<file path="src/hdl/column_memory.sv">
`timescale 1ns/10ps
`default_nettype none

module column_memory #(
    parameter type t_word     = logic [7:0],
    parameter int  ROW_ADDR_W = 6
) (
    input  wire logic                  i_clk,
    input  wire logic                  i_we,
    input  wire logic [ROW_ADDR_W-1:0] i_waddr,
    input  wire t_word                 i_wdata,
    input  wire logic [ROW_ADDR_W-1:0] i_raddr,
    output t_word                      o_rdata
);

    t_word mem [2**ROW_ADDR_W];

    // one write port, registered read
    always_ff @(posedge i_clk) begin
        if (i_we) begin
            mem[i_waddr] <= i_wdata;
        end
        o_rdata <= mem[i_raddr];
    end

endmodule

`default_nettype wire

</file>
<file path="config.mk">
export PLATFORM = sky130hd
export DESIGN_NAME = column_memory
export DESIGN_NICKNAME = d
export VERILOG_FILES = /design/src/hdl/column_memory.sv
export SDC_FILE = /design/constraint.sdc
export NUM_CORES = 1
export LEC_CHECK = 0
export BUFFER_PORTS_ARGS = -buffer_cell sky130_fd_sc_hd__buf_2
export CORE_MARGIN = 5
export CORE_UTILIZATION = 39
export DETAILED_ROUTE_END_ITERATION = 8
export PLACE_DENSITY_LB_ADDON = 0.25
export SETUP_SLACK_MARGIN = 0.4
export SYNTH_ARGS = -nofsm -noshare
export SYNTH_HDL_FRONTEND = slang
export SYNTH_SLANG_ARGS = --single-unit
</file>
<file path="constraint.sdc">
create_clock -name i_clk -period 2.7 [get_ports i_clk]
set_clock_uncertainty 0.2 [all_clocks]
set_input_delay 0.81 -clock i_clk [delete_from_list [all_inputs] [get_ports i_clk]]
set_output_delay 0.81 -clock i_clk [all_outputs]
set_load 0.01 [all_outputs]
</file>
# ---- Word-level counts from Yosys, hierarchy flattened
# Memory sizes are Yosys's and may differ from the RTL's. A register that Yosys moved wholly into a read port is not among the register bits.
# Index checks and enable logic that the tools add are counted.
dict set report totals {
  ff_bits 0
  mem_bits_rw 512
  output_inout_bits 8
  wordCells 3
  mem_count 1
}
# name depth width rd rd_ports_with_merged_regs wr line_no
set mem_list {}
lappend mem_list {mem 64 8 1 1 1 16} ;# t_word mem [2**ROW_ADDR_W];
dict set report op_classes {
  mux 2
}
# op n
set op_table {}
lappend op_table {{2-to-1 mux 1 bit} 2}

# ---- Logic depth before layout (Yosys ltp)
# Gate-level depths: netlist (run 1).
dict set report logic_depth {
  ltp_word 2
  depth_mapped 9
}

# ---- Worst setup path before layout (run 1)
# OpenSTA, ideal clock, no wires.
dict set report synth_timing {
  kind {in2reg}
  startpoint {in i_raddr[1]}
  endpoint {reg o_rdata[3] in the netlist's numbering, read port of mem}
  t_arrival_ps 2350
  required_ps 2372
  setup_slack_ps 22
  stages 7
  n_path_buf 3
  path_cell_list {buf_4 buf_2 buf_2 mux4_2 mux4_2 o21ai_1 o41ai_1}
}
# element line_no
set synth_lines {}
lappend synth_lines {{start, declared} 12} ;# input wire logic [ROW_ADDR_W-1:0] i_raddr,
lappend synth_lines {{end, declared} 13} ;# output t_word o_rdata

==> results.py, run 1 <==
metrics = {
    "outcome": {
        "status": "complete, no violations",
    },
    "finish": {
        "register_area_um2": 15500,
        "area_growth_pct": 20.4,
        "post-route-util_pct": 47.3,
        "drive_gt1_share_pct": 39.3,
        "final_common_cell": "edfxtp_1",
        "multi_input_area_um2": 4840,
        "nNetsFinal": 1121,
        "final_cell_mix": "edfxtp_1 (512), mux4_2 (126), buf_4 (95)",
        "num-fill-cells": 4239,
    },
    "clocking": {
        "cts-root-buf": "clkbuf_16",
        "htreeDepth": 2,
        "cts.path.max_buffers": 3,
        "cts_tree": "built",
        "clk_pin_slew_ns": 0.06,
        "cts_sinks": 520,
        "cts_buffers": 51,
        "clock_latency_ns": 0.59,
    },
    "sta": {
        "setup_viol": 0,
        "min_period_ns": 2.30,
        "period_share_pct": 85.1,
        "hold_violations": 0,
        "max_slew_margin_pct": 16.7,
        "worst_pin_slew_ns": 1.25,
        "rsz0062_at_grt": "yes",
        "slew_violations": 0,
        "max_freq_ghz": 0.435,
        "hold_slack_ns": 0.401,
    },
    "global_route": {
        "grt_pass1_vias": 10256,
        "track_usage_pct": 17.3,
        "grt_pass1_wl_um": 71400,
        "antenna_found_initial": 0,
        "grt_max_degree": 65,
        "grt_overflow": 0,
    },
    "routing": {
        "totalWireLength_um": 48600,
        "final_antenna_net_count": 0,
        "dr.pass1.iters": 5,
        "drt_iter0_markers": 933,
        "vias": 9896,
        "drc_errors": 0,
        "viasPerCell": 5.44,
        "wl_per_cell_um": 26.7,
    },
    "floorplan": {
        "die_w_um": 237,
        "row_count": 83,
        "die_y_um": 237,
        "core_area_um2": 51300,
        "die_area_um2": 56400,
        "start_util_pct": 39.3,
        "ios": 30,
    },
    "setup_path": {
        "max_stage_delay_ns": 0.54,
        "crit_slowest_cell": "mux4_2",
        "cp.arrival_ns": 2.57,
        "endpoint_kind": "register",
        "crit_type": "input port to register",
        "cp.required_ns": 2.97,
        "path_max_fanout": 6,
        "start_kind": "input port",
        "worstPathCellList": "clkbuf_16 > buf_12 > buf_12 > mux4_2 > mux4_2 > o21ai_2 > o41ai_1",
    },
    "yosys": {
        "synth-main-ff-cell": "edfxtp_1",
        "synth_cell_types": 40,
        "ys_top_cells_by_area": "edfxtp_1 (76%), mux4_2 (14%), nor2_1 (1.5%)",
        "synthMuxAreaShare_pct": 15.9,
        "synth-seq-cells": 520,
        "async_flop_share_pct": 0,
        "yosysSeqAreaShare_pct": 77.0,
        "synth_fa_ha_area_share_pct": 0,
        "synth_top_area_share_pct": 76.2,
        "synthCells": 940,
        "synthSimpleGateAreaFrac_pct": 3.39,
        "syn_area_um2": 20200,
        "yosys.area.top_type": "edfxtp_1",
        "synth-edff-count": 512,
        "synth-compound-area-share_pct": 2.07,
        "yosysWarnings": 0,
        "avgSynthCellArea_um2": 21.5,
        "yosys.area_share.xor_xnor_pct": 0,
        "syn_nets": 962,
        "synth_top_family_by_area": "multiplexers",
    },
    "power_and_ir_drop": {
        "leakage_nw": 7.64,
        "max-vdd-ir-drop_mv": 0.424,
        "powerDensity_nw_per_um2": 689,
    },
    "placed_design": {
        "io_buffers": 29,
        "dp_hpwl_um": 31100,
        "gp_congestion": 0.787,
    },
    "run": {
        "maxCapViolCount": 0,
    },
    "min_path": {
        "hold_class": "input port to register",
    },
}
-- synth_stat cells, types with 4 or more instances --
master	number
buf_4	13
buf_2	11
nor3_1	7
o221ai_1	8
dfxtp_1	8
mux2_2	13
mux2i_1	23
edfxtp_1	512
a221oi_1	6
nand2b_1	7
nand2_1	19
nor2b_1	14
nand3_1	13
buf_1	4
nor2_1	83
clkbuf_1	17
o22ai_1	8
mux4_2	126
buf_6	4
a211oi_1	4
-- where the power goes --
part           switching [W]  internal, W
registers          0.0000298      0.00893
clock network        0.00292      0.00379
logic               0.000611     0.000454
-- kinds of logic (layout without fill, tap and decap cells) --
group / Yosys count / after routing
other: 0 / 1
buffers and inverters: 51 / 249
AOI/OAI and AO/OA: 54 / 54
muxes: 162 / 162
DFF: 520 / 520
and+or+nand+nor: 153 / 153
-- routing by layer --
layer / vias to the layer above / routed length, um / GRT usage (%)
met2: 285 / 22500 / 26.3
met4: 0 / 1400 / 5.84
met3: 80 / 2830 / 3.12
met5: - / 0 / 0
met1: 5270 / 21900 / 25.5
li1: 4261 / - / -
-- worst max-delay path: cells and delay by family --
kind            cells  cell delay (ns)
compound gates      2             0.22
buf+inv             3             0.43
mux                 2             1.08
-- area by class of cell --
type	count	share of cell area, %
Antenna cell	1	0.0103
Clock buffer	65	5.69
Clock inverter	27	0.732
Multi-Input combinational cell	369	19.9
Sequential cell	520	64.0
Tap cell	680	3.50
Timing Repair Buffer	157	6.17
-- registers in the layout, summed over array words and instances, names as in the netlist --
signal / cells
o_rdata: 8
mem: 512
-- stage by stage --
step / cell area [um2] / worst slack, ns / instances / total power (W) / setup TNS, ns
after floorplan: 20600 / 0.142 / 940 / 0.00964 / 0
after global placement: 22400 / -0.641 / 1716 / 0.0101 / -3.03
after detailed placement: 22400 / -0.554 / 1716 / 0.0101 / -2.99
after CTS: 24100 / 0.343 / 1814 / 0.0168 / 0
after global routing: 24300 / 0.375 / 1818 / 0.0172 / 0
final: 24300 / 0.403 / 1819 / 0.0167 / 0
-- path summary, 6_finish.rpt --
kind	from	to	slack, ns	cells after the start
max	i_raddr[0]	o_rdata[5]$_DFF_P_	0.40	7
min	i_raddr[5]	o_rdata[6]$_DFF_P_	0.40	3
max reg2reg	mem[29][6]$_DFFE_PP_	o_rdata[6]$_DFF_P_	0.62	5
min reg2reg	mem[34][0]$_DFFE_PP_	o_rdata[0]$_DFF_P_	0.64	4
-- timing repair --
action / CTS / global route
hold buffers: 0 / 0
setup buffers: 4 / 3
endpoints found under the setup margin: 7 / 8
cloned: 2 / 1
gates resized for setup: 25 / 29
pin swaps: 3 / 3
Power figures use the tool's default switching activity.
==> inputs of run 2 (changes only) <==
--- a/config.mk
+++ b/config.mk
@@ -7,7 +7,7 @@
 export LEC_CHECK = 0
 export BUFFER_PORTS_ARGS = -buffer_cell sky130_fd_sc_hd__buf_2
 export CORE_MARGIN = 5
-export CORE_UTILIZATION = 39
+export CORE_UTILIZATION = 35
 export DETAILED_ROUTE_END_ITERATION = 8
 export PLACE_DENSITY_LB_ADDON = 0.25
 export SETUP_SLACK_MARGIN = 0.4
==> run 2 against run 1 <==
Against the previous run:
- final area grew 0.77%
- first-iteration DRC count shrank 9.1%
- non-clock buffer count grew 12
- worst hold slack gained 0.085 ns
- total power grew 4.6%
- maximum frequency shrank 2.8%
- wire length shrank 0.48%
- sequential share of layout area shrank 0.48 points
- via count shrank 0.63%
- largest power group unchanged
==> results.py, run 2 (synthesis gave the netlist of run 1 again) <==
metrics = {
    "outcome": {
        "status": "complete, no violations",
    },
    "min_path": {
        "hold_class": "input port to register",
        "min_to": "o_rdata[2]$_DFF_P_",
        "min_path_cells": 3,
        "min-delay-start": "i_raddr[5]",
    },
    "floorplan": {
        "die_area_um2": 62500,
        "ios": 30,
        "start_util_pct": 35.2,
        "row_count": 88,
        "die_y_um": 250,
        "die_w_um": 250,
        "core_area_um2": 57400,
    },
    "clocking": {
        "htreeDepth": 2,
        "cts_tree": "built",
        "cts_sinks": 520,
        "cts.path.max_buffers": 3,
        "cts-root-buf": "clkbuf_16",
        "clock_latency_ns": 0.59,
        "clk_pin_slew_ns": 0.06,
        "cts_buffers": 53,
    },
    "setup_path": {
        "r2r-start": "mem[24][4]$_DFFE_PP_",
        "worstPathCellList": "clkbuf_16 > buf_12 > buf_16 > mux4_2 > mux4_2 > o21ai_4 > o41ai_2",
        "start_kind": "input port",
        "crit_slowest_cell": "mux4_2",
        "max_stage_delay_ns": 0.53,
        "endpoint_kind": "register",
        "r2r_cells": 6,
        "path_max_fanout": 6,
        "cp.arrival_ns": 2.62,
        "crit_type": "input port to register",
        "crit_top_cell": "mux4_2",
        "r2r-end": "o_rdata[4]$_DFF_P_",
        "reg2reg_slack_ns": 0.55,
        "cp.required_ns": 2.96,
    },
    "finish": {
        "area_growth_pct": 21.4,
        "largest_registers": "mem (512), o_rdata (8)",
        "final_cell_mix": "edfxtp_1 (512), mux4_2 (126), buf_4 (124)",
        "final_area_um2": 24500,
        "drive_gt1_share_pct": 39.3,
        "finalNonFillerCells": 1918,
        "post-route-util_pct": 42.7,
        "nNetsFinal": 1135,
        "largest_reg_flops": 512,
        "top_register": "mem",
        "final_common_cell": "edfxtp_1",
        "num_antenna_cells": 0,
    },
    "sta": {
        "min_period_ns": 2.36,
        "rsz0062_at_grt": "yes",
        "worst_pin_slew_ns": 0.885,
        "hold_violations": 0,
        "tns_ns": 0,
        "slew_violations": 0,
        "setup_viol": 0,
        "max_freq_ghz": 0.423,
        "max_slew_margin_pct": 41.0,
        "period_share_pct": 87.5,
    },
    "placed_design": {
        "place_area_um2": 22500,
        "io_buffers": 29,
        "gp_congestion": 0.785,
        "dp.cells": 1813,
        "dp_hpwl_um": 31500,
    },
    "global_route": {
        "grt_max_degree": 65,
        "grt_pass1_wl_um": 71400,
        "grt_overflow": 0,
        "grt_pass1_vias": 10488,
        "track_usage_pct": 15.4,
        "antenna_found_initial": 1,
    },
    "routing": {
        "wl_per_cell_um": 25.2,
        "drc_errors": 0,
        "final_antenna_net_count": 0,
        "totalWireLength_um": 48300,
        "vias": 9834,
        "drt_iter0_markers": 848,
        "viasPerCell": 5.13,
        "dr.pass1.iters": 5,
    },
    "run": {
        "maxCapViolCount": 0,
    },
    "power_and_ir_drop": {
        "totalPowerFinal_w": 0.0175,
        "powerDensity_nw_per_um2": 715,
        "max-vdd-ir-drop_mv": 0.499,
        "leakage_nw": 7.74,
    },
}
[run 2: cell types whose count changed in the layout (fill, tap and decap cells not counted), sizes merged]
cell / change
buf: +11
bufinv: +5
clkbuf: +8
clkinv: -11
clkinvlp: +1
diode: -1
inv: +1
[run 2: worst max path at each step]
stage                     startpoint                  to  slack [ns]  depth (start not counted)
after floorplan           i_raddr[0]  o_rdata[7]$_DFF_P_        0.14                          7
after global placement    i_raddr[0]  o_rdata[7]$_DFF_P_       -0.52                          7
after detailed placement  i_raddr[0]  o_rdata[7]$_DFF_P_       -0.51                          7
after CTS                 i_raddr[0]  o_rdata[5]$_DFF_P_        0.40                          7
after global routing      i_raddr[0]  o_rdata[5]$_DFF_P_        0.34                          7
final                     i_raddr[0]  o_rdata[5]$_DFF_P_        0.34                          7
[run 2: timing repair]
action | in CTS | in global routing
hold buffers | 0 | 0
pin swaps | 0 | 2
resized for setup | 13 | 13
setup buffers | 3 | 6
cloned | 1 | 0
setup endpoints to repair | 8 | 9
[run 2: layer usage]
layer  GRT usage [%]  part of all wire (%)  up-vias
li1                -                     -     4293
met1            21.8                    45     5242
met2            24.7                    48      237
met3            3.15                   5.6       62
met4            3.90                   2.0        0
met5               0                     0        -
[run 2: report_power, final]
part	internal (W)	switching, W
sequential	0.00894	0.0000393
clock	0.00454	0.00296
combinational	0.000438	0.000582
[run 2: area by class of cell]
class / instances / area [um2]
multi-input combinational: 369 / 4760
tap: 765 / 957
timing repair buffer: 169 / 1430
sequential: 520 / 15500
clock inverter: 23 / 293
fill: 4928 / 32900
clock buffer: 72 / 1500
[run 2: critical path, delay by kind of cell]
family	cells	cell delay, ns
muxes	2	1.06
buffers and inverters	3	0.42
AOI/OAI and AO/OA	2	0.29
[run 2: through the flow]
step | worst slack [ns] | hold slack (ns)
3_3_place_gp | -0.518 | 0.600
4_1_cts | 0.397 | 0.443
2_1_floorplan | 0.142 | 0.526
5_1_grt | 0.344 | 0.502
3_5_place_dp | -0.515 | 0.595
6_report | 0.338 | 0.486
==> inputs of run 3 (changes only) <==
--- a/config.mk
+++ b/config.mk
@@ -7,7 +7,7 @@
 export LEC_CHECK = 0
 export BUFFER_PORTS_ARGS = -buffer_cell sky130_fd_sc_hd__buf_2
 export CORE_MARGIN = 5
-export CORE_UTILIZATION = 35
+export CORE_UTILIZATION = 40
 export DETAILED_ROUTE_END_ITERATION = 8
 export PLACE_DENSITY_LB_ADDON = 0.25
 export SETUP_SLACK_MARGIN = 0.4
==> run 3 against run 2 <==
Against the previous run:
- wire length down 0.33%
- first-iteration DRC count fell by 6.1%
- count of clock-buffer cells in the layout fell by 3
- sequential power about the same
- flip-flop and latch count stayed put
- worst hold slack worse by 0.013 ns
- setup slack better by 0.010 ns
- utilization up 6.2 points
- final area decreased by 0.32%
- combinational power barely moved
==> results.py, run 3 (synthesis gave the netlist of run 1 again) <==
metrics = {
    "placed_design": {
        "gp_congestion": 0.790,
        "place_ws_ns": -0.608,
        "place_area_um2": 22400,
        "io_buffers": 29,
        "dp_hpwl_um": 30300,
    },
    "outcome": {
        "status": "complete, no violations",
    },
    "finish": {
        "final_cell_mix": "edfxtp_1 (512), buf_4 (134), mux4_2 (126)",
        "drive_gt1_share_pct": 39.0,
        "area_growth_pct": 21.0,
        "top_register": "mem",
        "multi_input_area_um2": 4760,
        "register_area_um2": 15500,
        "num-fill-cells": 4055,
        "num_antenna_cells": 0,
        "largest_reg_flops": 512,
        "final_area_um2": 24400,
        "largest_registers": "mem (512), o_rdata (8)",
        "nNetsFinal": 1148,
        "final_common_cell": "edfxtp_1",
    },
    "sta": {
        "max_slew_margin_pct": 18.8,
        "rsz0062_at_grt": "yes",
        "hold_violations": 0,
        "worst_slack_ns": 0.348,
        "max_freq_ghz": 0.425,
        "min_period_ns": 2.35,
        "worst_pin_slew_ns": 1.22,
        "setup_viol": 0,
        "period_share_pct": 87.1,
        "slew_violations": 0,
    },
    "routing": {
        "wl_per_cell_um": 26.2,
        "dr.pass1.iters": 5,
        "totalWireLength_um": 48200,
        "viasPerCell": 5.38,
        "vias": 9900,
        "drc_errors": 0,
        "drt_iter0_markers": 796,
        "final_antenna_net_count": 0,
    },
    "setup_path": {
        "r2r_cells": 5,
        "endpoint_kind": "register",
        "crit_type": "input port to register",
        "cp.arrival_ns": 2.61,
        "r2r-start": "mem[15][1]$_DFFE_PP_",
        "cp.required_ns": 2.95,
        "reg2reg_slack_ns": 0.63,
        "r2r-end": "o_rdata[1]$_DFF_P_",
        "start_kind": "input port",
        "path_max_fanout": 6,
    },
    "power_and_ir_drop": {
        "totalPowerFinal_w": 0.0171,
        "powerDensity_nw_per_um2": 700,
        "max-vdd-ir-drop_mv": 0.591,
        "leakage_nw": 7.78,
    },
    "global_route": {
        "antenna_found_initial": 1,
        "grt_pass1_vias": 10316,
        "grt_pass1_wl_um": 70200,
        "grt_overflow": 0,
        "track_usage_pct": 17.7,
        "grt_max_degree": 65,
    },
    "floorplan": {
        "core_area_um2": 50000,
        "start_util_pct": 40.4,
        "die_w_um": 235,
        "row_count": 82,
        "die_y_um": 235,
        "die_area_um2": 55000,
        "ios": 30,
    },
    "clocking": {
        "cts_buffers": 53,
        "clk_pin_slew_ns": 0.06,
        "htreeDepth": 2,
        "clock_latency_ns": 0.60,
        "cts_sinks": 520,
        "cts_hold_buf": 0,
        "cts.path.max_buffers": 3,
        "cts-root-buf": "clkbuf_16",
        "cts_tree": "built",
    },
    "min_path": {
        "hold_class": "input port to register",
        "min_to": "o_rdata[2]$_DFF_P_",
        "min_path_cells": 3,
        "min-delay-start": "i_raddr[5]",
    },
    "run": {
        "maxCapViolCount": 0,
    },
}
run 3: changes by cell type in the layout (fill, tap and decap cells not counted), moves of 3 or more:
cell        delta
buf_16         +3
clkbuf_8       -7
bufinv_16      -3
clkbuf_1       +3
clkinv_1      +10
buf_4         +10
clkinvlp_4     -3
run 3: how the worst max path moves through the flow:
stage                        from            endpoint  slack (ns)  cells past startpoint
2_1_floorplan          i_raddr[0]  o_rdata[7]$_DFF_P_        0.14                      7
3_3_place_gp           i_raddr[0]  o_rdata[7]$_DFF_P_       -0.60                      7
3_5_place_dp           i_raddr[0]  o_rdata[7]$_DFF_P_       -0.61                      7
4_1_cts        o_rdata[0]$_DFF_P_          o_rdata[0]        0.40                      1
5_1_grt                i_raddr[0]  o_rdata[7]$_DFF_P_        0.35                      7
6_report               i_raddr[0]  o_rdata[7]$_DFF_P_        0.35                      7
run 3: metrics by stage:
stage / util (%) / hold WS (ns) / instances / setup TNS (ns)
after floorplan: - / 0.526 / 940 / 0
after global placement: 44.8 / 0.631 / 1727 / -2.74
after detailed placement: 44.8 / 0.640 / 1727 / -3.06
after CTS: 48.6 / 0.424 / 1834 / 0
after global routing: 48.8 / 0.448 / 1840 / 0
final: 48.8 / 0.474 / 1840 / 0
run 3: where the power goes:
| part | total, W | switching (W) | internal, W |
|---|---|---|---|
| Combinational | 0.00105 | 0.000597 | 0.000458 |
| Clock | 0.00705 | 0.00296 | 0.00409 |
| Sequential | 0.00897 | 0.0000341 | 0.00894 |
run 3: per-layer routing:
metal / part of all wire (%) / vias to the layer above / GRT usage, % / wire (um)
met1: 43 / 5238 / 25.1 / 20700
li1: - / 4307 / - / -
met4: 2.4 / 0 / 5.27 / 1170
met5: 0 / - / 0 / 0
met3: 6.0 / 70 / 3.33 / 2900
met2: 49 / 285 / 28.4 / 23400
run 3: layout make-up:
class | instances | area share, %
tap | 672 | 3.45
sequential | 520 | 63.7
timing repair buffer | 182 | 6.54
multi-input combinational | 369 | 19.5
clock inverter | 28 | 0.954
clock buffer | 69 | 5.86
run 3: critical path, cell delays in order:
cell and delay [ns]:
clkbuf_16 0.16, buf_12 0.14, buf_4 0.11, mux4_2 0.51
mux4_2 0.53, o21ai_4 0.20, nand2_2 0.11
run 3: timing repair:
| action | CTS | global route |
|---|---|---|
| cloned | 4 | 0 |
| resized for setup | 12 | 17 |
| hold endpoints to repair | 0 | 0 |
| buffers inserted | 6 | 6 |
| pin swaps | 1 | 4 |
| setup endpoints to repair | 8 | 10 |
