$ cat src/hdl/strip_sequencer.sv
`timescale 1ns/10ps
`default_nettype none

module strip_sequencer #(
    parameter int ROW_ADDR_W = 6
) (
    input  wire logic                  i_clk,
    input  wire logic                  i_rst_n,
    input  wire logic                  i_start,
    input  wire logic [ROW_ADDR_W:0]   i_height,
    output logic [ROW_ADDR_W-1:0]      o_raddr,
    output logic                       o_pix_valid,
    output logic                       o_sof
);

    typedef enum logic {
        ST_IDLE,
        ST_READ
    } state_t;

    state_t state;
    logic   last_row;

    assign last_row = {1'b0, o_raddr} == i_height - 1'b1;

    always_ff @(posedge i_clk or negedge i_rst_n) begin
        if (!i_rst_n) begin
            state       <= ST_IDLE;
            o_raddr     <= '0;
            o_pix_valid <= 1'b0;
            o_sof       <= 1'b0;
        end else begin
            // one cycle behind the address, matching the memory read
            o_pix_valid <= state == ST_READ;
            o_sof       <= state == ST_READ && o_raddr == '0;
            case (state)
                ST_IDLE: begin
                    if (i_start && i_height != '0) begin
                        state   <= ST_READ;
                        o_raddr <= '0;
                    end
                end
                ST_READ: begin
                    if (last_row) begin
                        state <= ST_IDLE;
                    end else begin
                        o_raddr <= o_raddr + 1'b1;
                    end
                end
                default: state <= ST_IDLE;
            endcase
        end
    end

    a_raddr_in_image: assert property (@(posedge i_clk) disable iff (!i_rst_n)
        state == ST_READ |-> {1'b0, o_raddr} < i_height);

endmodule

`default_nettype wire

$ cat config.mk
export PLATFORM = sky130hd
export DESIGN_NAME = strip_sequencer
export DESIGN_NICKNAME = d
export VERILOG_FILES = /design/src/hdl/strip_sequencer.sv
export SDC_FILE = /design/constraint.sdc
export NUM_CORES = 1
export LEC_CHECK = 0
export ABC_CLOCK_PERIOD_IN_PS = 2400
export BUFFER_PORTS_ARGS = -buffer_cell sky130_fd_sc_hd__buf_4
export CELL_PAD_IN_SITES_DETAIL_PLACEMENT = 0
export CELL_PAD_IN_SITES_GLOBAL_PLACEMENT = 1
export CORE_ASPECT_RATIO = 0.75
export CORE_UTILIZATION = 33
export CTS_CLUSTER_SIZE = 40
export DETAILED_ROUTE_END_ITERATION = 10
export GPL_TIMING_DRIVEN = 0
export PLACE_DENSITY_LB_ADDON = 0.08
export SLEW_MARGIN = 20
export SYNTH_ARGS = -nofsm -noshare
export SYNTH_HDL_FRONTEND = slang
export SYNTH_SLANG_ARGS = --single-unit
$ cat constraint.sdc
create_clock -name i_clk -period 2.4 [get_ports i_clk]
set_input_delay 0.24 -clock i_clk [delete_from_list [all_inputs] [get_ports i_clk]]
set_output_delay 0.24 -clock i_clk [all_outputs]
set_load 0.01 [all_outputs]
# After elaboration in Yosys (flattened, before gate mapping)
# Index checks and enable logic that the tools add are counted.
# word_totals
register_bits,9
input_bits,10
out_inout_bits,8
elab_cells,21
# classes
bitwise_logic,1
add_sub_neg,2
eq_ne,3
n_mux,6
reduce_logical,5
# ops
cell,n
$mux 6,2
$pmux 6 s2,1
$eq 6x7->1,1
$reduce_bool 7->1,1
$sub 7x1->7 const B,1
$add 6x1->6 const B,1
$logic_not 6->1,1
$ne 2x2->1 const B,2
$logic_and 1x1->1,2
$mux 1,2
$pmux 1 s2,1
$reduce_and 2->1,1
$not 1->1,1

# Longest topological paths before layout
# Gate-level depths: netlist of the first run.
# depth
depth_word,4
depth_mapped,7
mapped_depth_nobuf,7

# Least setup slack after synthesis of the first run
# Ideal clock, no wire load.
# synth_timing
path_type,register to register
from,register o_raddr[3]
to,register o_raddr[0]
path_stages_with_launch,7
arrival_ns,1.669
path_buffers,1
t_required_ns,2.321
path_slack_ns,0.651
path_cell_list,dfrtp_1 buf_6 xor2_1 xnor2_1 o2111ai_2 o31ai_4 mux2i_1
# synth_between
elab_chain_len,3
# synth_lines
element,line,source
"start, declared",11,"output logic [ROW_ADDR_W-1:0] o_raddr,"
"start signal, assigned",47,o_raddr <= o_raddr + 1'b1;
$eq 6x7->1,24,"assign last_row = {1'b0, o_raddr} == i_height - 1'b1;"
$ne 2x2->1 (no line),n/a,
$reduce_and 2->1 (no line),n/a,
# No other way between the ends.
# A chain may end at the register's enable or synchronous reset.

# Worst setup path in the final report of the first run
# layout_timing
from,register o_raddr[3]
to,register o_raddr[4]
# layout_between
elab_chain_len,3
elab_cells_between_ends,6
# layout_lines
element,line
$add 6x1->6 / $eq 6x7->1 (equally long branches),"47, 24"
$mux 6 / $ne 2x2->1 (equally long branches),n/a
$pmux 6 s2 / $reduce_and 2->1 (equally long branches),n/a
# Parallel ways exist; a longest one is shown, timed or not. The select of a mux whose other input is x is not followed.

==> flow_metrics.tcl, run 1 <==
set metrics [dict create \
    min_path_type "input port to asynchronous set/reset pin" \
    stdcell_area_um2 907.1 \
    fp.dieW_um 55.68 \
    dp_hpwl_um 1202 \
    crit_family "compound AO/OA/AOI/OAI gates" \
    worstPathArrival_ns 2.05 \
    cts_tree "done" \
    layout-drive-gt1-share_pct 24.00 \
    finalPower_mw 0.9971 \
    fin_ws_ns 0.5247 \
    ys_seq_area_share_pct 31.58 \
    worstPathRequired_ns 2.58 \
    layout_commonest_cell "buf_4" \
    synth_cell_type_count 25 \
    diodes 0 \
    io_buffers 17 \
    worst_pin_slew_ns 0.5087 \
    drc 0 \
    placed_cell_area_um2 870.8 \
    place_ws_ns 0.4194 \
    syn-cell-area_um2 713.2 \
    p_per_area_mw_per_mm2 1099 \
    clockRootBuffer "clkbuf_4" \
    avgSynthCellArea_um2 9.143 \
    cp-end-kind "register" \
    critPathMaxStageDelay_ns 0.47 \
    grt_pass1_vias 585 \
    ys_ff_latch 9 \
    clock_latency_ns 0.26 \
    ir_drop_v 0.0007443 \
    die_height_um 42.26 \
    max-cap-violations 0 \
    num-nets-final 115 \
    hold_viol_final 0 \
    post_drt_via_cell_ratio 4.976 \
    netlist_instances 78 \
    grt_usage_pct 15.04 \
    core-area_mm2 0.002014 \
    wl_um 1505 \
    drtIter0Drc 7 \
    wire_per_inst_um 12.14 \
    final_cell_mix "buf_4, nand2_1, dfrtp_1" \
    rsz0062_at_grt "false" \
    vias 617 \
    syn_nets 92 \
    min_period_ns 1.875 \
    antenna_left 0 \
    rows 14 \
    io_pins 18 \
    synth_top_cell_area_share_pct 31.58 \
    r2r_start "o_raddr[3]$_DFFE_PN0P_" \
    outcome "complete, no violations" \
    die_area_mm2 0.002353 \
    path_buf_inv 1 \
    power.leakage_nw 0.4239 \
    finalCritPeriodShare_pct 78.14 \
    yosys-top-cells-area "dfrtp_1, xor2_1, ha_1" \
    grt_pass1_wl_um 2684 \
    first_pass_iters 4 \
    worst-setup-path-type "register to register" \
    worstPathCellList "buf_6 > xor2_1 > xnor2_1 > o2111ai_2 > o31ai_4 > mux2i_1" \
    cts_resized 0 \
    max_freq_mhz 533.2 \
    grt_remaining_overflow 0 \
    startpoint "o_raddr[3]$_DFFE_PN0P_" \
    tns_ns 0 \
    critPathLaunchType "register" \
    clock_skew_ns 0.005325 \
    h-tree-depth 1 \
    grt_max_degree 11 \
    async_flop_share_pct 100.0 \
    slew_violations 0 \
    slew_headroom_pct 65.84 \
    place.gp.congestion 0.7379 \
    critical_path.max_fanout 7 \
    cts_sinks 9 \
    clk_pin_slew_ns 0.06 \
    yosys_warnings 0 \
    slowest_stage "o31ai_4" \
    ys.flop_type "dfrtp_1" \
    finalSetupViolations 0 \
    antenna_found_initial 0 \
    yosys.area.top_type "dfrtp_1" \
    area_growth_pct 27.19 \
    cts.path.max_buffers 2 \
    synth_edf_count 0 \
    initial_core_util_pct 35.40 \
    numCtsBuffers 3 \
]
[timing repair]
action / 4_1_cts / 5_1_grt
hold buffers: 1 / 0
endpoints found under the hold margin: 9 / 0
setup endpoints to repair: 0 / 0
setup buffers: 0 / 0
[power by group]
| part | total, mW | internal, mW | switching (mW) |
|---|---|---|---|
| Sequential | 0.317 | 0.224 | 0.0930 |
| Combinational | 0.564 | 0.280 | 0.283 |
| Clock | 0.117 | 0.0640 | 0.0525 |
| Total | 0.997 | 0.568 | 0.429 |
[worst paths after layout]
kind,to,slack (ns),cells after the start
max,o_raddr[4]$_DFFE_PN0P_,0.52,6
min,o_sof$_DFF_PN0_,0.34,2
max reg2reg,o_raddr[4]$_DFFE_PN0P_,0.52,6
min reg2reg,o_pix_valid$_DFF_PN0_,0.57,0
max in group asynchronous,o_raddr[4]$_DFFE_PN0P_,1.93,2
min in group i_clk,o_raddr[5]$_DFFE_PN0P_,0.53,5
[sequential cells by signal (all words and copies together) (netlist names)]
register / flops
state: 1
o_sof: 1
o_pix_valid: 1
o_raddr: 6
[cells in the mapped netlist, drive strengths merged (3+ instances only)]
cell	count
and2	3
and3	3
dfrtp	9
ha	4
inv	7
mux2i	3
nand2	11
nand2b	4
nor4	6
o2bb2ai	3
xnor2	4
xor2	7
[cell families (layout without fill, tap and decap cells)]
logic type | count (synthesis) | in the layout | synth area share (%)
mux | 3 | 3 | 4.211
flops | 9 | 9 | 31.58
fa+ha+maj | 4 | 4 | 7.018
buf+inv | 9 | 31 | 5.790
simple gates | 32 | 32 | 24.03
compound gates | 10 | 10 | 13.86
xor+xnor | 11 | 11 | 13.51
[routing by layer]
layer | track usage [%] | share of wire (%) | routed length (um) | vias to the layer above
li1 | - | - | - | 320
met1 | 19.92 | 51 | 765 | 283
met5 | 0 | 0 | 0 | -
met4 | 3.000 | 0.53 | 8 | 0
met3 | 6.790 | 5.0 | 76 | 2
met2 | 22.65 | 43 | 654 | 12
[per-stage QoR]
step / instances / hold slack (ns) / util, %
final: 124 / 0.3357 / 45.03
after global routing: 124 / 0.3393 / 45.03
after CTS: 124 / 0.3352 / 45.03
after detailed placement: 119 / 0.07314 / 43.23
after global placement: 119 / 0.07019 / 43.23
after floorplan: 78 / -0.05559 / -
[layout make-up]
type	instances	area (um2)
Fill cell	208	1107
Multi-Input combinational cell	60	446.7
Sequential cell	9	225.2
Timing Repair Buffer	18	137.6
Tap cell	24	30.03
Clock buffer	4	26.28
Inverter	7	26.28
Buffer	2	15.01
No activity file was read; power rests on OpenSTA's default activity.
==> run 2, diff against run 1 <==
--- a/config.mk
+++ b/config.mk
@@ -5,7 +5,8 @@
 export SDC_FILE = /design/constraint.sdc
 export NUM_CORES = 1
 export LEC_CHECK = 0
-export ABC_CLOCK_PERIOD_IN_PS = 2400
+export ABC_AREA = 1
+export ABC_CLOCK_PERIOD_IN_PS = 1860
 export BUFFER_PORTS_ARGS = -buffer_cell sky130_fd_sc_hd__buf_4
 export CELL_PAD_IN_SITES_DETAIL_PLACEMENT = 0
 export CELL_PAD_IN_SITES_GLOBAL_PLACEMENT = 1
==> constraint.sdc (replaced) <==
create_clock -name i_clk -period 1.86 [get_ports i_clk]
set_input_delay 0.186 -clock i_clk [delete_from_list [all_inputs] [get_ports i_clk]]
set_output_delay 0.186 -clock i_clk [all_outputs]
set_load 0.01 [all_outputs]
==> flow_metrics.tcl, run 2 <==
set metrics [dict create \
    grt_max_degree 10 \
    cp-end-kind "register" \
    core-area_mm2 0.002067 \
    antenna_left 0 \
    worstPathRequired_ns 2.01 \
    wire_per_inst_um 10.36 \
    final_util_pct 45.70 \
    yosys_warnings 0 \
    power_frac_comb_pct 52.6 \
    clockRootBuffer "clkbuf_4" \
    dp_hpwl_um 1452 \
    drc 0 \
    min_path_type "input port to asynchronous set/reset pin" \
    grt_pass1_wl_um 3042 \
    grt_pass1_vias 698 \
    power.leakage_nw 0.5395 \
    clk_pin_slew_ns 0.06 \
    tns_ns 0 \
    diodes 0 \
    layout_commonest_cell "nand2_1" \
    vias 779 \
    wl_um 1750 \
    max_freq_mhz 676.4 \
    avgSynthCellArea_um2 6.103 \
    rsz0062_at_grt "false" \
    yosys-top-cells-area "dfrtp_1, nand2_1, nand3_1" \
    ir_drop_v 0.0006702 \
    rows 14 \
    synth_most_common_cell "nand2_1" \
    synth_cell_type_count 15 \
    netlist_instances 123 \
    regMostFlops "o_raddr" \
    initial_core_util_pct 36.32 \
    io_buffers 17 \
    synth_top_cell_area_share_pct 30.00 \
    worst-setup-path-type "register to register" \
    die_area_mm2 0.002472 \
    layout-drive-gt1-share_pct 20.00 \
    slew_violations 0 \
    ys.flop_type "dfrtp_1" \
    outcome "complete, no violations" \
    syn_nets 137 \
    post_drt_via_cell_ratio 4.609 \
    worst_pin_slew_ns 0.3585 \
    ys_seq_area_share_pct 30.00 \
    async_flop_share_pct 100.0 \
    clock_latency_ns 0.26 \
    clock_skew_ns 0.003058 \
    antenna_found_initial 0 \
    cts_resized 0 \
    cts_tree "done" \
    area_growth_pct 25.83 \
    critical_path.max_fanout 8 \
    syn-cell-area_um2 750.7 \
    min_period_ns 1.478 \
    netSwitchingFraction_pct 46.35 \
    p_per_area_mw_per_mm2 1227 \
    numCtsBuffers 3 \
    switching_power_mw 0.5372 \
    fp.dieW_um 57.08 \
    drtIter0Drc 10 \
    final_cell_mix "nand2_1, inv_1, buf_4" \
    pwr-share-clk_pct 13.1 \
    h-tree-depth 1 \
    seq_power_share_pct 34.3 \
    critPathLaunchType "register" \
    seqCellArea_um2 225.2 \
    grt_remaining_overflow 0 \
    max-cap-violations 0 \
    synthTopCellsByCount "nand2_1, inv_1, nand3_1, dfrtp_1, nor2_1" \
    cts_sinks 9 \
    largest_reg_flops 6 \
    cts.path.max_buffers 2 \
    grt_usage_pct 16.28 \
    synth_edf_count 0 \
    place.gp.congestion 0.7850 \
    finalSetupViolations 0 \
    hold_viol_final 0 \
    slew_headroom_pct 76.03 \
    nFillCells 221 \
    ys_ff_latch 9 \
    io_pins 18 \
    num-nets-final 160 \
    worstPathArrival_ns 1.63 \
    internal-power_mw 0.6217 \
    multiInputGateArea_um2 450.4 \
    first_pass_iters 4 \
    finalCritPeriodShare_pct 79.49 \
    die_height_um 43.31 \
    yosys.area.top_type "dfrtp_1" \
]
==> run 2: cell type report <==
type | instances | area share [%]
Clock buffer | 4 | 2.781
Tap cell | 24 | 3.179
Sequential cell | 9 | 23.84
Timing Repair Buffer | 18 | 14.57
Multi-Input combinational cell | 94 | 47.68
Inverter | 20 | 7.947
==> run 2: power by group through the flow <==
stage,clock (mW),sequential [mW],combinational [mW]
floorplan,0,0.407,0.370
global placement,0,0.398,0.602
detailed placement,0,0.402,0.611
CTS,0.155,0.399,0.615
global route,0.169,0.413,0.705
finish,0.151,0.398,0.610
==> run 2: final timing paths <==
check,from,slack (ns),cells past startpoint,endpoint
worst max register to register,o_raddr[4]$_DFFE_PN0P_,0.38,12,o_raddr[2]$_DFFE_PN0P_
min in group i_clk,i_height[6],0.44,7,state$_DFF_PN0_
max in group asynchronous,i_rst_n,1.45,2,o_raddr[2]$_DFFE_PN0P_
worst max-delay path,o_raddr[4]$_DFFE_PN0P_,0.38,12,o_raddr[2]$_DFFE_PN0P_
worst min register to register,state$_DFF_PN0_,0.54,0,o_pix_valid$_DFF_PN0_
worst min-delay path,i_rst_n,0.28,2,o_raddr[5]$_DFFE_PN0P_
==> run 2: metal layers <==
| layer | global-route usage, % | wire, um |
|---|---|---|
| met4 | 2.927 | 0 |
| met2 | 24.00 | 736 |
| met5 | 0 | 0 |
| met1 | 22.80 | 947 |
| met3 | 6.402 | 66 |
==> run 2: timing repair <==
item                                   4_1_cts  5_1_grt
hold buffers                                 1        0
buffers inserted                             0        0
setup endpoints to repair                    0        0
endpoints found under the hold margin        9        0
==> run 2: critical path, stage by stage, from the launching register on <==
cell and delay (ns):
dfrtp_1 0.44, inv_1 0.14, nand2_1 0.08, nand2_1 0.06
nand2_1 0.05, nand2_1 0.06, nand2_1 0.06, nor2_2 0.09
nand2_2 0.07, nand2_4 0.11, nand2_4 0.08, nand2_1 0.07
nand2_1 0.05
==> run 2: kinds of logic (layout without fill, tap and decap cells) <==
group	count (synthesis)	in the layout	synth area share, %
AO/OA/AOI/OAI	5	5	3.333
flip-flops	9	9	30.00
AND/OR/NAND/NOR	85	85	50.00
buffers and inverters	20	42	10.00
adder cells (fa/ha/maj)	4	4	6.667
==> run 2: metrics by stage <==
stage	area (um2)	hold slack, ns	setup WS, ns	power, mW	cells
floorplan	750.7	-0.1096	0.5042	0.7762	123
global placement	908.4	0.01250	0.2054	1.000	164
detailed placement	908.4	0.01497	0.1971	1.013	164
CTS	944.7	0.2745	0.3910	1.169	169
global route	944.7	0.2838	0.1831	1.287	169
finish	944.7	0.2779	0.3815	1.159	169
==> run 3, diff against run 2 <==
--- a/config.mk
+++ b/config.mk
@@ -6,7 +6,7 @@
 export NUM_CORES = 1
 export LEC_CHECK = 0
 export ABC_AREA = 1
-export ABC_CLOCK_PERIOD_IN_PS = 1860
+export ABC_CLOCK_PERIOD_IN_PS = 1490
 export BUFFER_PORTS_ARGS = -buffer_cell sky130_fd_sc_hd__buf_4
 export CELL_PAD_IN_SITES_DETAIL_PLACEMENT = 0
 export CELL_PAD_IN_SITES_GLOBAL_PLACEMENT = 1
==> constraint.sdc (replaced) <==
create_clock -name i_clk -period 1.49 [get_ports i_clk]
set_input_delay 0.149 -clock i_clk [delete_from_list [all_inputs] [get_ports i_clk]]
set_output_delay 0.149 -clock i_clk [all_outputs]
set_load 0.01 [all_outputs]
==> flow_metrics.tcl, run 3 (synthesized netlist as in run 2, its figures left out) <==
set metrics [dict create \
    power.leakage_nw 0.5591 \
    max-cap-violations 0 \
    min_path_type "input port to asynchronous set/reset pin" \
    core-area_mm2 0.002067 \
    rr_worst_depth 12 \
    grt_max_degree 10 \
    final_cell_mix "nand2_1, buf_4, nand3_1" \
    h-tree-depth 1 \
    switching_power_mw 0.7246 \
    fp.dieW_um 57.08 \
    cp-end-kind "register" \
    rows 14 \
    clock_latency_ns 0.26 \
    hold_viol_final 0 \
    num-nets-final 165 \
    min_period_ns 1.398 \
    crit_end "o_raddr[3]$_DFFE_PN0P_" \
    area_growth_pct 34.17 \
    grt_pass1_vias 698 \
    dp_hpwl_um 1452 \
    rsz0062_at_grt "true" \
    tns_ns 0 \
    worstPathRequired_ns 1.64 \
    diodes 0 \
    die_height_um 43.31 \
    drc 0 \
    wire_per_inst_um 10.39 \
    finalCritPeriodShare_pct 93.82 \
    cts.path.max_buffers 2 \
    grt_remaining_overflow 0 \
    critical_path.max_fanout 8 \
    critPathLaunchType "register" \
    placed_cell_area_um2 908.4 \
    cts_tree "done" \
    grt_usage_pct 16.28 \
    worstPathArrival_ns 1.55 \
    numCtsBuffers 3 \
    antenna_found_initial 0 \
    r2r_slack_ns 0.09 \
    vias 816 \
    cts_sinks 9 \
    pwr-share-clk_pct 12.0 \
    die_area_mm2 0.002472 \
    slew_headroom_pct 76.92 \
    worst_pin_slew_ns 0.3452 \
    grt_pass1_wl_um 3042 \
    ir_drop_v 0.0009254 \
    wl_um 1807 \
    r2r_start "o_raddr[5]$_DFFE_PN0P_" \
    largest_reg_flops 6 \
    startpoint "o_raddr[5]$_DFFE_PN0P_" \
    max_freq_mhz 715.4 \
    netSwitchingFraction_pct 45.74 \
    clockRootBuffer "clkbuf_4" \
    layout_commonest_cell "nand2_1" \
    clk_pin_slew_ns 0.06 \
    stdcell_area_mm2 0.001007 \
    slew_violations 0 \
    p_per_area_mw_per_mm2 1573 \
    io_buffers 17 \
    post_drt_via_cell_ratio 4.690 \
    finalSetupViolations 0 \
    drtIter0Drc 11 \
    first_pass_iters 4 \
    seq_power_share_pct 32.0 \
    r2r_end "o_raddr[3]$_DFFE_PN0P_" \
    layout-drive-gt1-share_pct 33.33 \
    antenna_left 0 \
    outcome "complete, no violations" \
    power_frac_comb_pct 56.0 \
    initial_core_util_pct 36.32 \
    place.gp.congestion 0.7850 \
    clock_skew_ns 0.001483 \
    regMostFlops "o_raddr" \
    worst-setup-path-type "register to register" \
    io_pins 18 \
    internal-power_mw 0.8597 \
]
-- run 3: timing repair --
action                                  in CTS  in global routing
resized for setup                            0                 16
endpoints found under the setup margin       0                  7
setup buffers                                0                  5
hold endpoints to repair                     9                  0
hold buffers                                 1                  0
-- run 3: how the worst min path moves through the flow --
stage                 start                     end  slack [ns]  cells after the start
global route        i_rst_n  o_raddr[2]$_DFFE_PN0P_        0.25                      2
global placement    i_rst_n  o_raddr[2]$_DFFE_PN0P_       -0.02                      1
detailed placement  i_rst_n  o_raddr[3]$_DFFE_PN0P_       -0.02                      1
CTS                 i_rst_n  o_raddr[5]$_DFFE_PN0P_        0.24                      2
floorplan           i_rst_n   o_pix_valid$_DFF_PN0_       -0.15                      0
finish              i_rst_n  o_raddr[5]$_DFFE_PN0P_        0.24                      2
-- run 3: cell type report --
cell class              count  area (um2)
inverters                  20       75.07
repair buffers             23       175.2
clock buffers               4       26.28
fillers                   223        1060
flip-flops and latches      9       230.2
multi-input cells          94       470.5
well taps                  24       30.03
-- run 3: power by group through the flow --
stage | logic (mW) | clock network [mW] | registers (mW)
detailed placement | 0.763 | 0 | 0.501
finish | 0.887 | 0.190 | 0.508
global route | 1.01 | 0.211 | 0.523
CTS | 0.767 | 0.193 | 0.498
floorplan | 0.461 | 0 | 0.507
global placement | 0.751 | 0 | 0.497
-- run 3: per-layer routing --
| metal | vias to the layer above | global-route usage, % | wire length, um |
|---|---|---|---|
| met1 | 366 | 22.80 | 952 |
| met5 | - | 0 | 0 |
| met2 | 15 | 24.00 | 788 |
| li1 | 435 | - | - |
| met4 | 0 | 2.927 | 0 |
| met3 | 0 | 6.402 | 66 |
-- run 3: critical path: stages (launching register included) --
cell,delay (ns)
dfrtp_1,0.42
inv_2,0.08
nand2_2,0.05
nand2_2,0.06
nand3_1,0.07
nand2_1,0.06
inv_1,0.04
nor2_2,0.11
nand2_2,0.07
nand2_4,0.12
nand2_4,0.09
nand2_2,0.07
nand2_1,0.05
-- run 3: per-stage QoR --
step / setup WS (ns) / utilization [%] / power, mW / std cells / hold slack (ns)
2_1_floorplan: 0.1701 / - / 0.9689 / 123 / -0.1466
3_3_place_gp: -0.1276 / 43.95 / 1.248 / 164 / -0.02450
3_5_place_dp: -0.1359 / 43.95 / 1.264 / 164 / -0.02203
4_1_cts: 0.02096 / 45.70 / 1.459 / 169 / 0.2375
5_1_grt: -0.03068 / 48.73 / 1.740 / 174 / 0.2480
6_report: 0.09210 / 48.73 / 1.584 / 174 / 0.2410
